**src/aer_defines.svh**
```systemverilog
`ifndef AER_DEFINES_SVH
`define AER_DEFINES_SVH

// --------------------------------------------------------------------
// Pixel block geometry
// --------------------------------------------------------------------

`define AER_ROWS    4           // Rows in one pixel block
`define AER_COLS    4           // Columns in one pixel block

// Row and column addresses share one width
`define AER_ADDR_W  2           // Bits to address a row or a column

`endif

```
**src/aer_pkg.sv**
```systemverilog
`default_nettype none

`include "aer_defines.svh"

package aer_pkg;

    // --------------------------------------------------------------------
    // Arbitration state and pixel maps
    // --------------------------------------------------------------------

    typedef enum logic [1:0]
    {
        IDLE      = 2'b00,                              // No arbitration running
        ROW_GRANT = 2'b01,                              // Row picked, columns not yet
        COL_GRANT = 2'b10                               // Serving columns of one row
    } arb_state_e;

    typedef logic [`AER_ROWS-1:0][`AER_COLS-1:0] pix_map_t;  // [row][col] bit map

    typedef struct packed
    {
        pix_map_t               map;                    // One-hot pixel grant
        logic [`AER_ADDR_W-1:0] row;                    // Granted row address
        logic [`AER_ADDR_W-1:0] col;                    // Granted column address
    } pix_grant_t;

    typedef struct packed
    {
        logic [`AER_ADDR_W-1:0] row;                    // Event row address
        logic [`AER_ADDR_W-1:0] col;                    // Event column address
    } aer_event_t;

    // --------------------------------------------------------------------
    // Round-robin search shared by both arbiters
    // --------------------------------------------------------------------

    // First set request at or after start, wrapping once around the block
    function automatic logic [`AER_ADDR_W-1:0] rr_pick(
        input logic [`AER_ROWS-1:0]   req,              // Same width for rows and columns
        input logic [`AER_ADDR_W-1:0] start
    );
        logic [`AER_ADDR_W-1:0] idx;
        logic [`AER_ADDR_W-1:0] pick;
        logic                   found;
        pick  = start;                                  // Don't care when req is empty
        found = 1'b0;
        for (int k = 0; k < `AER_ROWS; k++)
        begin
            idx = start + `AER_ADDR_W'(k);              // Wraps in address width
            if (!found && req[idx])
            begin
                pick  = idx;
                found = 1'b1;
            end
        end
        return pick;
    endfunction

endpackage

`default_nettype wire

```
**src/aer_event_encoder.sv**
```systemverilog
`timescale 1ns/1ns
`default_nettype none

module aer_event_encoder
(
    input  wire logic                 clk,
    input  wire logic                 rst_n,
    input  wire aer_pkg::pix_grant_t  grant_i,          // Pixel grant from arbitration
    input  wire logic                 grant_valid_i,
    output aer_pkg::aer_event_t       event_o,          // Addressed event word
    output logic                      event_valid_o     // One-cycle event strobe
);

    aer_pkg::pix_map_t expect_map;                      // Map implied by addresses
    logic              map_ok;

    // --------------------------------------------------------------------
    // Consistency between one-hot map and addresses
    // --------------------------------------------------------------------

    always_comb
    begin
        expect_map                           = '0;
        expect_map[grant_i.row][grant_i.col] = 1'b1;
        map_ok                               = (grant_i.map == expect_map);
    end

    // --------------------------------------------------------------------
    // Event register
    // --------------------------------------------------------------------

    always_ff @(posedge clk or posedge rst_n)
    begin
        if (rst_n)
        begin
            event_o       <= '0;
            event_valid_o <= 1'b0;
        end
        else
        begin
            event_valid_o <= grant_valid_i && map_ok;   // Bad map gives no strobe
            if (grant_valid_i)
            begin
                event_o.row <= grant_i.row;
                event_o.col <= grant_i.col;
            end
        end
    end

endmodule

`default_nettype wire

```
**src/aer_readout_top.sv**
```systemverilog
`timescale 1ns/1ns
`default_nettype none

module aer_readout_top
(
    input  wire logic                clk,
    input  wire logic                rst_n,
    input  wire logic                enable_i,          // Allows arbitration
    input  wire aer_pkg::pix_map_t   hit_i,             // Pixel hit strobes
    input  wire logic                hit_valid_i,
    output aer_pkg::aer_event_t      event_o,           // Row and column of the event
    output logic                     event_valid_o,
    output logic                     req_o,             // Block has pending hits
    output logic                     grp_release_o      // Row sweep completed
);

    aer_pkg::pix_map_t   pending;                       // Stage 1 to stage 2
    aer_pkg::pix_grant_t grant;                         // Stage 2 to stages 1 and 3
    logic                grant_valid;

    pixel_event_latch i_pixel_event_latch
    (
        .clk           (clk),
        .rst_n         (rst_n),
        .hit_i         (hit_i),
        .hit_valid_i   (hit_valid_i),
        .grant_i       (grant),
        .grant_valid_i (grant_valid),
        .pending_o     (pending)
    );

    pixel_level_0 i_pixel_level_0
    (
        .clk           (clk),
        .rst_n         (rst_n),
        .enable_i      (enable_i),
        .pending_i     (pending),
        .grant_o       (grant),
        .grant_valid_o (grant_valid),
        .req_o         (req_o),
        .grp_release_o (grp_release_o)
    );

    aer_event_encoder i_aer_event_encoder
    (
        .clk           (clk),
        .rst_n         (rst_n),
        .grant_i       (grant),
        .grant_valid_i (grant_valid),
        .event_o       (event_o),
        .event_valid_o (event_valid_o)
    );

endmodule

`default_nettype wire

```
**src/col_rr_arbiter.sv**
```systemverilog
`timescale 1ns/1ns
`default_nettype none

`include "aer_defines.svh"

module col_rr_arbiter
(
    input  wire logic                   clk,
    input  wire logic                   rst_n,
    input  wire logic                   enable_i,       // Arbitrate this cycle
    input  wire logic [`AER_COLS-1:0]   req_i,          // Active columns of selected row
    output logic      [`AER_COLS-1:0]   gnt_o,          // One-hot column grant, one cycle
    output logic      [`AER_ADDR_W-1:0] col_addr_o      // Index of granted column
);

    logic [`AER_ADDR_W-1:0] ptr_q;                      // Last granted column
    logic [`AER_ADDR_W-1:0] pick;
    logic                   any_req;

    assign any_req = |req_i;
    assign pick    = aer_pkg::rr_pick(req_i, ptr_q + 1'b1);  // Strictly after pointer

    // --------------------------------------------------------------------
    // Grant lasts one cycle, zero grant marks an exhausted row
    // --------------------------------------------------------------------

    always_ff @(posedge clk or posedge rst_n)
    begin
        if (rst_n)
        begin
            gnt_o      <= '0;
            col_addr_o <= '0;
            ptr_q      <= '0;                           // Pointer at column 0
        end
        else
        begin
            gnt_o <= '0;                                // Dropped unless re-granted
            if (enable_i && any_req)
            begin
                gnt_o      <= `AER_COLS'(1) << pick;
                col_addr_o <= pick;
                ptr_q      <= pick;                     // Next search starts after it
            end
        end
    end

endmodule

`default_nettype wire

```
**src/pixel_event_latch.sv**
```systemverilog
`timescale 1ns/1ns
`default_nettype none

`include "aer_defines.svh"

module pixel_event_latch
(
    input  wire logic               clk,
    input  wire logic               rst_n,
    input  wire aer_pkg::pix_map_t  hit_i,              // Pixel hit strobes
    input  wire logic               hit_valid_i,        // Qualifies hit_i
    input  wire aer_pkg::pix_grant_t grant_i,           // Grant from arbitration
    input  wire logic               grant_valid_i,      // Qualifies grant_i
    output aer_pkg::pix_map_t       pending_o           // Hits waiting for a grant
);

    aer_pkg::pix_map_t pending_q;                       // Latched hits
    aer_pkg::pix_map_t pending_d;
    aer_pkg::pix_map_t set_map;                         // Bits to set this cycle
    aer_pkg::pix_map_t clr_map;                         // Bit to clear this cycle

    // --------------------------------------------------------------------
    // Set by hits, cleared by grants
    // --------------------------------------------------------------------

    always_comb
    begin
        set_map = '0;
        clr_map = '0;
        if (hit_valid_i)
        begin
            set_map = hit_i;                            // Every strobed pixel
        end
        if (grant_valid_i)
        begin
            clr_map = grant_i.map;                      // One-hot granted pixel
        end
        // Set wins over clear so a fresh hit on the granted pixel survives
        pending_d = (pending_q & ~clr_map) | set_map;
    end

    always_ff @(posedge clk or posedge rst_n)
    begin
        if (rst_n)
        begin
            pending_q <= '0;                            // Nothing pending
        end
        else
        begin
            pending_q <= pending_d;
        end
    end

    assign pending_o = pending_q;

endmodule

`default_nettype wire

```
**src/pixel_level_0.sv**
```systemverilog
`timescale 1ns/1ns
`default_nettype none

`include "aer_defines.svh"

module pixel_level_0
(
    input  wire logic                clk,
    input  wire logic                rst_n,
    input  wire logic                enable_i,          // Arbitration allowed
    input  wire aer_pkg::pix_map_t   pending_i,         // Latched pixel hits
    output aer_pkg::pix_grant_t      grant_o,           // Pixel grant with addresses
    output logic                     grant_valid_o,     // One grant per cycle at most
    output logic                     req_o,             // Any pixel pending
    output logic                     grp_release_o      // Row sweep wrapped
);

    aer_pkg::arb_state_e    state_q;
    aer_pkg::arb_state_e    state_d;
    logic                   row_en;                     // Row arbiter enable
    logic                   col_en;                     // Column arbiter enable
    logic [`AER_ROWS-1:0]   row_req;                    // Rows with pending hits
    logic [`AER_ROWS-1:0]   row_gnt;
    logic [`AER_ADDR_W-1:0] row_addr;
    logic [`AER_COLS-1:0]   col_req;                    // Columns of the granted row
    logic [`AER_COLS-1:0]   col_gnt;
    logic [`AER_ADDR_W-1:0] col_addr;

    // --------------------------------------------------------------------
    // Request reduction
    // --------------------------------------------------------------------

    always_comb
    begin
        for (int i = 0; i < `AER_ROWS; i++)
        begin
            row_req[i] = |pending_i[i];                 // OR across the row
        end
        // Column in flight is still pending until the next edge
        col_req = pending_i[row_addr] & ~col_gnt;
    end

    assign req_o = |pending_i;

    // --------------------------------------------------------------------
    // Arbitration FSM
    // --------------------------------------------------------------------

    always_ff @(posedge clk or posedge rst_n)
    begin
        if (rst_n)
        begin
            state_q <= aer_pkg::IDLE;
        end
        else
        begin
            state_q <= state_d;
        end
    end

    always_comb
    begin
        state_d = state_q;
        row_en  = 1'b0;
        col_en  = 1'b0;
        if (!enable_i)
        begin
            state_d = aer_pkg::IDLE;                    // Pending hits stay latched
        end
        else
        begin
            case (state_q)
                aer_pkg::IDLE:
                begin
                    if (req_o)
                    begin
                        row_en  = 1'b1;                 // Pick a row
                        state_d = aer_pkg::ROW_GRANT;
                    end
                end
                aer_pkg::ROW_GRANT:
                begin
                    if (row_gnt != '0)
                    begin
                        col_en  = 1'b1;                 // First column of the row
                        state_d = aer_pkg::COL_GRANT;
                    end
                    else if (req_o)
                    begin
                        row_en = 1'b1;                  // Retry, new hits arrived
                    end
                    else
                    begin
                        state_d = aer_pkg::IDLE;        // Block drained
                    end
                end
                aer_pkg::COL_GRANT:
                begin
                    if (col_gnt == '0)
                    begin
                        row_en  = 1'b1;                 // Row exhausted, next row
                        state_d = aer_pkg::ROW_GRANT;
                    end
                    else
                    begin
                        col_en = 1'b1;                  // Keep sweeping columns
                    end
                end
                default:
                begin
                    state_d = aer_pkg::IDLE;
                end
            endcase
        end
    end

    // --------------------------------------------------------------------
    // Pixel grant at row and column intersection
    // --------------------------------------------------------------------

    always_comb
    begin
        for (int i = 0; i < `AER_ROWS; i++)
        begin
            for (int j = 0; j < `AER_COLS; j++)
            begin
                grant_o.map[i][j] = row_gnt[i] & col_gnt[j];
            end
        end
        grant_o.row   = row_addr;
        grant_o.col   = col_addr;
        grant_valid_o = enable_i && (state_q == aer_pkg::COL_GRANT)
                        && (row_gnt != '0) && (col_gnt != '0);
    end

    row_rr_arbiter i_row_rr_arbiter
    (
        .clk           (clk),
        .rst_n         (rst_n),
        .enable_i      (row_en),
        .req_i         (row_req),
        .gnt_o         (row_gnt),
        .row_addr_o    (row_addr),
        .grp_release_o (grp_release_o)
    );

    col_rr_arbiter i_col_rr_arbiter
    (
        .clk        (clk),
        .rst_n      (rst_n),
        .enable_i   (col_en),
        .req_i      (col_req),
        .gnt_o      (col_gnt),
        .col_addr_o (col_addr)
    );

endmodule

`default_nettype wire

```
**src/row_rr_arbiter.sv**
```systemverilog
`timescale 1ns/1ns
`default_nettype none

`include "aer_defines.svh"

module row_rr_arbiter
(
    input  wire logic                   clk,
    input  wire logic                   rst_n,
    input  wire logic                   enable_i,       // Run one arbitration this cycle
    input  wire logic [`AER_ROWS-1:0]   req_i,          // Rows with pending pixels
    output logic      [`AER_ROWS-1:0]   gnt_o,          // Registered one-hot row grant
    output logic      [`AER_ADDR_W-1:0] row_addr_o,     // Index of granted row
    output logic                        grp_release_o   // Sweep over rows wrapped
);

    logic [`AER_ADDR_W-1:0] ptr_q;                      // Search starts here
    logic [`AER_ADDR_W-1:0] pick;                       // Row chosen this cycle
    logic                   any_req;
    logic                   have_prev_q;                // A row was granted since reset

    assign any_req = |req_i;
    assign pick    = aer_pkg::rr_pick(req_i, ptr_q);    // At or after pointer

    // --------------------------------------------------------------------
    // Grant register, held while arbitration is idle
    // --------------------------------------------------------------------

    always_ff @(posedge clk or posedge rst_n)
    begin
        if (rst_n)
        begin
            gnt_o         <= '0;
            row_addr_o    <= '0;
            ptr_q         <= '0;                        // Start at row 0
            have_prev_q   <= 1'b0;
            grp_release_o <= 1'b0;
        end
        else
        begin
            grp_release_o <= 1'b0;                      // Single-cycle pulse
            if (enable_i)
            begin
                gnt_o <= '0;                            // No active row gives no grant
                if (any_req)
                begin
                    gnt_o       <= `AER_ROWS'(1) << pick;
                    row_addr_o  <= pick;
                    ptr_q       <= pick + 1'b1;         // Next search one past this row
                    have_prev_q <= 1'b1;
                    // Same or lower index than last time means the sweep wrapped
                    grp_release_o <= have_prev_q && (pick <= row_addr_o);
                end
            end
        end
    end

endmodule

`default_nettype wire

```
**config.mk**
```make
export PLATFORM = sky130hd
export DESIGN_NAME = aer_readout_top
export DESIGN_NICKNAME = d
export VERILOG_FILES = /design/src/aer_pkg.sv /design/src/aer_event_encoder.sv /design/src/aer_readout_top.sv /design/src/col_rr_arbiter.sv /design/src/pixel_event_latch.sv /design/src/pixel_level_0.sv /design/src/row_rr_arbiter.sv
export VERILOG_INCLUDE_DIRS = /design/src
export SDC_FILE = /design/constraint.sdc
export NUM_CORES = 1
export LEC_CHECK = 0
export BUFFER_PORTS_ARGS = -buffer_cell sky130_fd_sc_hd__buf_2
export CAP_MARGIN = 20
export CORE_ASPECT_RATIO = 0.6
export CORE_MARGIN = 3
export CORE_UTILIZATION = 59
export DETAILED_ROUTE_END_ITERATION = 10
export GPL_TIMING_DRIVEN = 0
export PLACE_DENSITY_LB_ADDON = 0.1
export SETUP_SLACK_MARGIN = 0.15
export SLEW_MARGIN = 15
export SYNTH_ARGS = -nofsm -noshare
export SYNTH_HDL_FRONTEND = slang
export SYNTH_SLANG_ARGS = --single-unit
```
**constraint.sdc**
```tcl
create_clock -name clk -period 3 [get_ports clk]
set_input_delay 0.75 -clock clk [delete_from_list [all_inputs] [get_ports clk]]
set_output_delay 0.75 -clock clk [all_outputs]
set_load 0.03 [all_outputs]
```
==> out/results.txt <==
outcome: finished, final reports clean
worst skew pair latency: 0.29 ns
most area-hungry cell type in the Yosys netlist: dfrtp_1
CTS Sinks: 39
Max Clock Skew: 0.00607 ns
Required @ worst endpoint: 2.25 ns
CTS Buf Count: 5
Gates resized, CTS repair: 0
number of synthesis warnings: 0
PortBufs: 25
final setup TNS: 0 ns
Critical Path End Type: primary output
# DRC: 0
fin. max-slew vios: 0
ant diodes: 0
CTS clk-pin slew, worst paths: 0.08 ns
main combinational cell family by area after synthesis: compound AO/OA/AOI/OAI gates
RR Endpoint: i_pixel_level_0.i_row_rr_arbiter.grp_release_o
Netlist cell types: 64
ANT nets after route: 0
fill count: 324
Period minus WS final: 2.71 ns
share of cells above drive strength 1: 18.8%
CTS tree: yes
post-synthesis simple-gate area fraction: 19.0%
top cell type's share of synthesized area: 36.8%
Synth Flop Type: dfrtp_1
vias in the first global route: 2282
Multi-input gate area: 1530 um2
CTS Hold Buffers Added: 0
# H-tree levels: 2
initial antenna violation count: 0
Placer Congestion: 0.878
Tcrit/Tclk final: 90.3%
post-DR wirelength/cell: 17.7 um
Net Count, Synth: 310
Worst Hold Class: in2async
router iterations before antenna repair: 6
DIE HEIGHT: 57.9 um
Reg-to-Reg Start: i_pixel_event_latch.pending_o[5]
final WL: 6.51 mm
Seq/Total Area, Yosys: 36.8%
first-pass GRT wire length: 10.9 mm
setup violators final: 0
Max Cap Viol: 0
gr ovfl total: 0
post-synthesis mux area share: 9.30%
fmax: 369 MHz
largest cells by area after synthesis: dfrtp_1 37%, ha_1 7.1%, a22o_1 6.3%
mapped cell area: 2650 um2
Ports: 27
Post-Syn Instances: 275
Starting Density: 63.0%
Post-Synth Adder-Cell Area: 7.08%
Post-synth EDFFs: 0
maximum net fanout on the critical path: 9
Final nets: 343
Root Buffer: clkbuf_8
crit path kind: reg2out
core area: 4210 um2
Startpoint Class: flop
Yosys reg bits: 39
unrepaired setup endpoints after global routing: no
routed via count: 2317
P_leak: 1.31 nW
Post-CTS Setup Repair Bufs: 0
Area Growth Syn to Fin: 11.8%
post-synthesis xor/xnor area fraction: 1.32%
Die X: 92.5 um
Synth Area in Compound Gates: 21.0%
Worst Path Arrival: 1.96 ns
R2R depth: 8
Worst R2R Setup Slack: 0.30 ns
Fin. Hold Viols: 0
largest net degree at the start of global routing: 21
P per Cell Area: 764 nW/um2
Worst-Margin Slew: 0.656 ns
Die Outline Area: 5360 um2
total track usage: 26.0%
maximum VDD drop: 0.000485 V
Via-to-Cell Ratio: 6.28
Final HPWL DP: 5.04 mm
Pwr Total: 2.27 mW
FFs w/ async S/R, synth: 100%
syn avg cell area: 9.64 um2
Max clock buf depth: 2
1st-iter DRT viols: 240
# rows: 18
Slew HR: 56.2%
FF/Latch Area: 976 um2
## registers in the layout, indices dropped and copies added, names as in the netlist, 2 cells and up
register	count
i_aer_event_encoder.event_o	4
i_pixel_event_latch.pending_o	16
i_pixel_level_0.i_col_rr_arbiter.gnt_o	4
i_pixel_level_0.i_col_rr_arbiter.ptr_q	2
i_pixel_level_0.i_row_rr_arbiter.gnt_o	4
i_pixel_level_0.i_row_rr_arbiter.ptr_q	2
i_pixel_level_0.i_row_rr_arbiter.row_addr_o	2
i_pixel_level_0.state_q	2
## placed cells by master (no fill, tap or decap), drive strengths merged, types with 3 or more instances in the layout
| master | instances |
|---|---|
| or2 | 3 |
| nand3b | 3 |
| inv | 19 |
| nand2 | 17 |
| nand3 | 18 |
| dfrtp | 39 |
| nor2 | 11 |
| a22o | 19 |
| ha | 15 |
| mux2 | 7 |
| buf | 30 |
| clkbuf | 19 |
| o211ai | 3 |
| nor4 | 7 |
| a21oi | 12 |
| o31ai | 4 |
| mux2i | 7 |
| o21ai | 16 |
| nor3 | 4 |
| nor2b | 4 |
| mux4 | 4 |
## where the power goes
part           leakage [nW]  switching [mW]  total, mW  internal (mW)
Clock                0.0412           0.191      0.353          0.163
Combinational         0.829           0.708       1.19          0.477
Sequential            0.436           0.103      0.727          0.624
Total                  1.31            1.00       2.27           1.26
## cell usage after synthesis (4+ instances only)
cell type	count
mux2i_1	7
dfrtp_1	39
clkbuf_1	13
o21ai_0	16
ha_1	15
nand3_1	18
nor2_1	11
mux2_2	6
nor2b_1	4
nand2_1	17
a21oi_1	12
nor4_1	4
o31ai_1	4
inv_1	19
a22o_1	19
## layer usage
| metal | track usage [%] | vias up | wire, um |
|---|---|---|---|
| li1 | - | 1086 | - |
| met2 | 40.2 | 108 | 2810 |
| met4 | 5.92 | 0 | 93 |
| met5 | 0 | - | 0 |
| met3 | 5.32 | 15 | 514 |
| met1 | 38.0 | 1108 | 3090 |
## how the worst max path moves through the flow
stage                                     start                                             end  slack, ns  depth (start not counted)
6_report       i_pixel_event_latch.pending_o[5]                                           req_o       0.29                          3
3_3_place_gp                           enable_i               i_aer_event_encoder.event_valid_o       0.47                          6
4_1_cts        i_pixel_event_latch.pending_o[5]                                           req_o       0.34                          3
2_1_floorplan  i_pixel_event_latch.pending_o[5]  i_pixel_level_0.i_row_rr_arbiter.grp_release_o       0.77                          8
5_1_grt        i_pixel_event_latch.pending_o[5]  i_pixel_level_0.i_row_rr_arbiter.grp_release_o       0.18                          8
3_5_place_dp   i_pixel_event_latch.pending_o[5]  i_pixel_level_0.i_row_rr_arbiter.grp_release_o       0.41                          8
## final cells by class
cell class                 count  share of cell area [%]
multi-input combinational    200                    51.6
clock buffer                   6                    2.45
inverter                      19                    2.41
buffer                        17                    2.49
sequential                    39                    32.9
timing repair buffer          26                    5.15
clock inverter                 2                   0.422
tap                           60                    2.53
## worst max-delay path, cell delays in order, from the launching register on
cell,delay (ns)
dfrtp_1,0.42
nor4_2,0.60
nand4_2,0.35
buf_2,0.29
## metrics by stage
| step | instances | hold WS [ns] | setup slack (ns) | instance area (um2) | utilization (%) |
|---|---|---|---|---|---|
| 2_1_floorplan | 275 | 0.430 | 0.771 | 2650 | - |
| 3_3_place_gp | 360 | 0.454 | 0.475 | 2850 | 67.7 |
| 3_5_place_dp | 361 | 0.492 | 0.412 | 2880 | 68.4 |
| 4_1_cts | 369 | 0.474 | 0.338 | 2960 | 70.4 |
| 5_1_grt | 369 | 0.489 | 0.182 | 2960 | 70.4 |
| 6_report | 369 | 0.454 | 0.292 | 2960 | 70.4 |
## kinds of logic after synthesis
| family | Yosys count |
|---|---|
| buffers and inverters | 36 |
| and+or+nand+nor | 85 |
| AOI/OAI and AO/OA | 78 |
| xor gates and xnor gates | 4 |
| muxes | 18 |
| adders and majority gates | 15 |
| DFF | 39 |
Power figures use the tool's default switching activity.
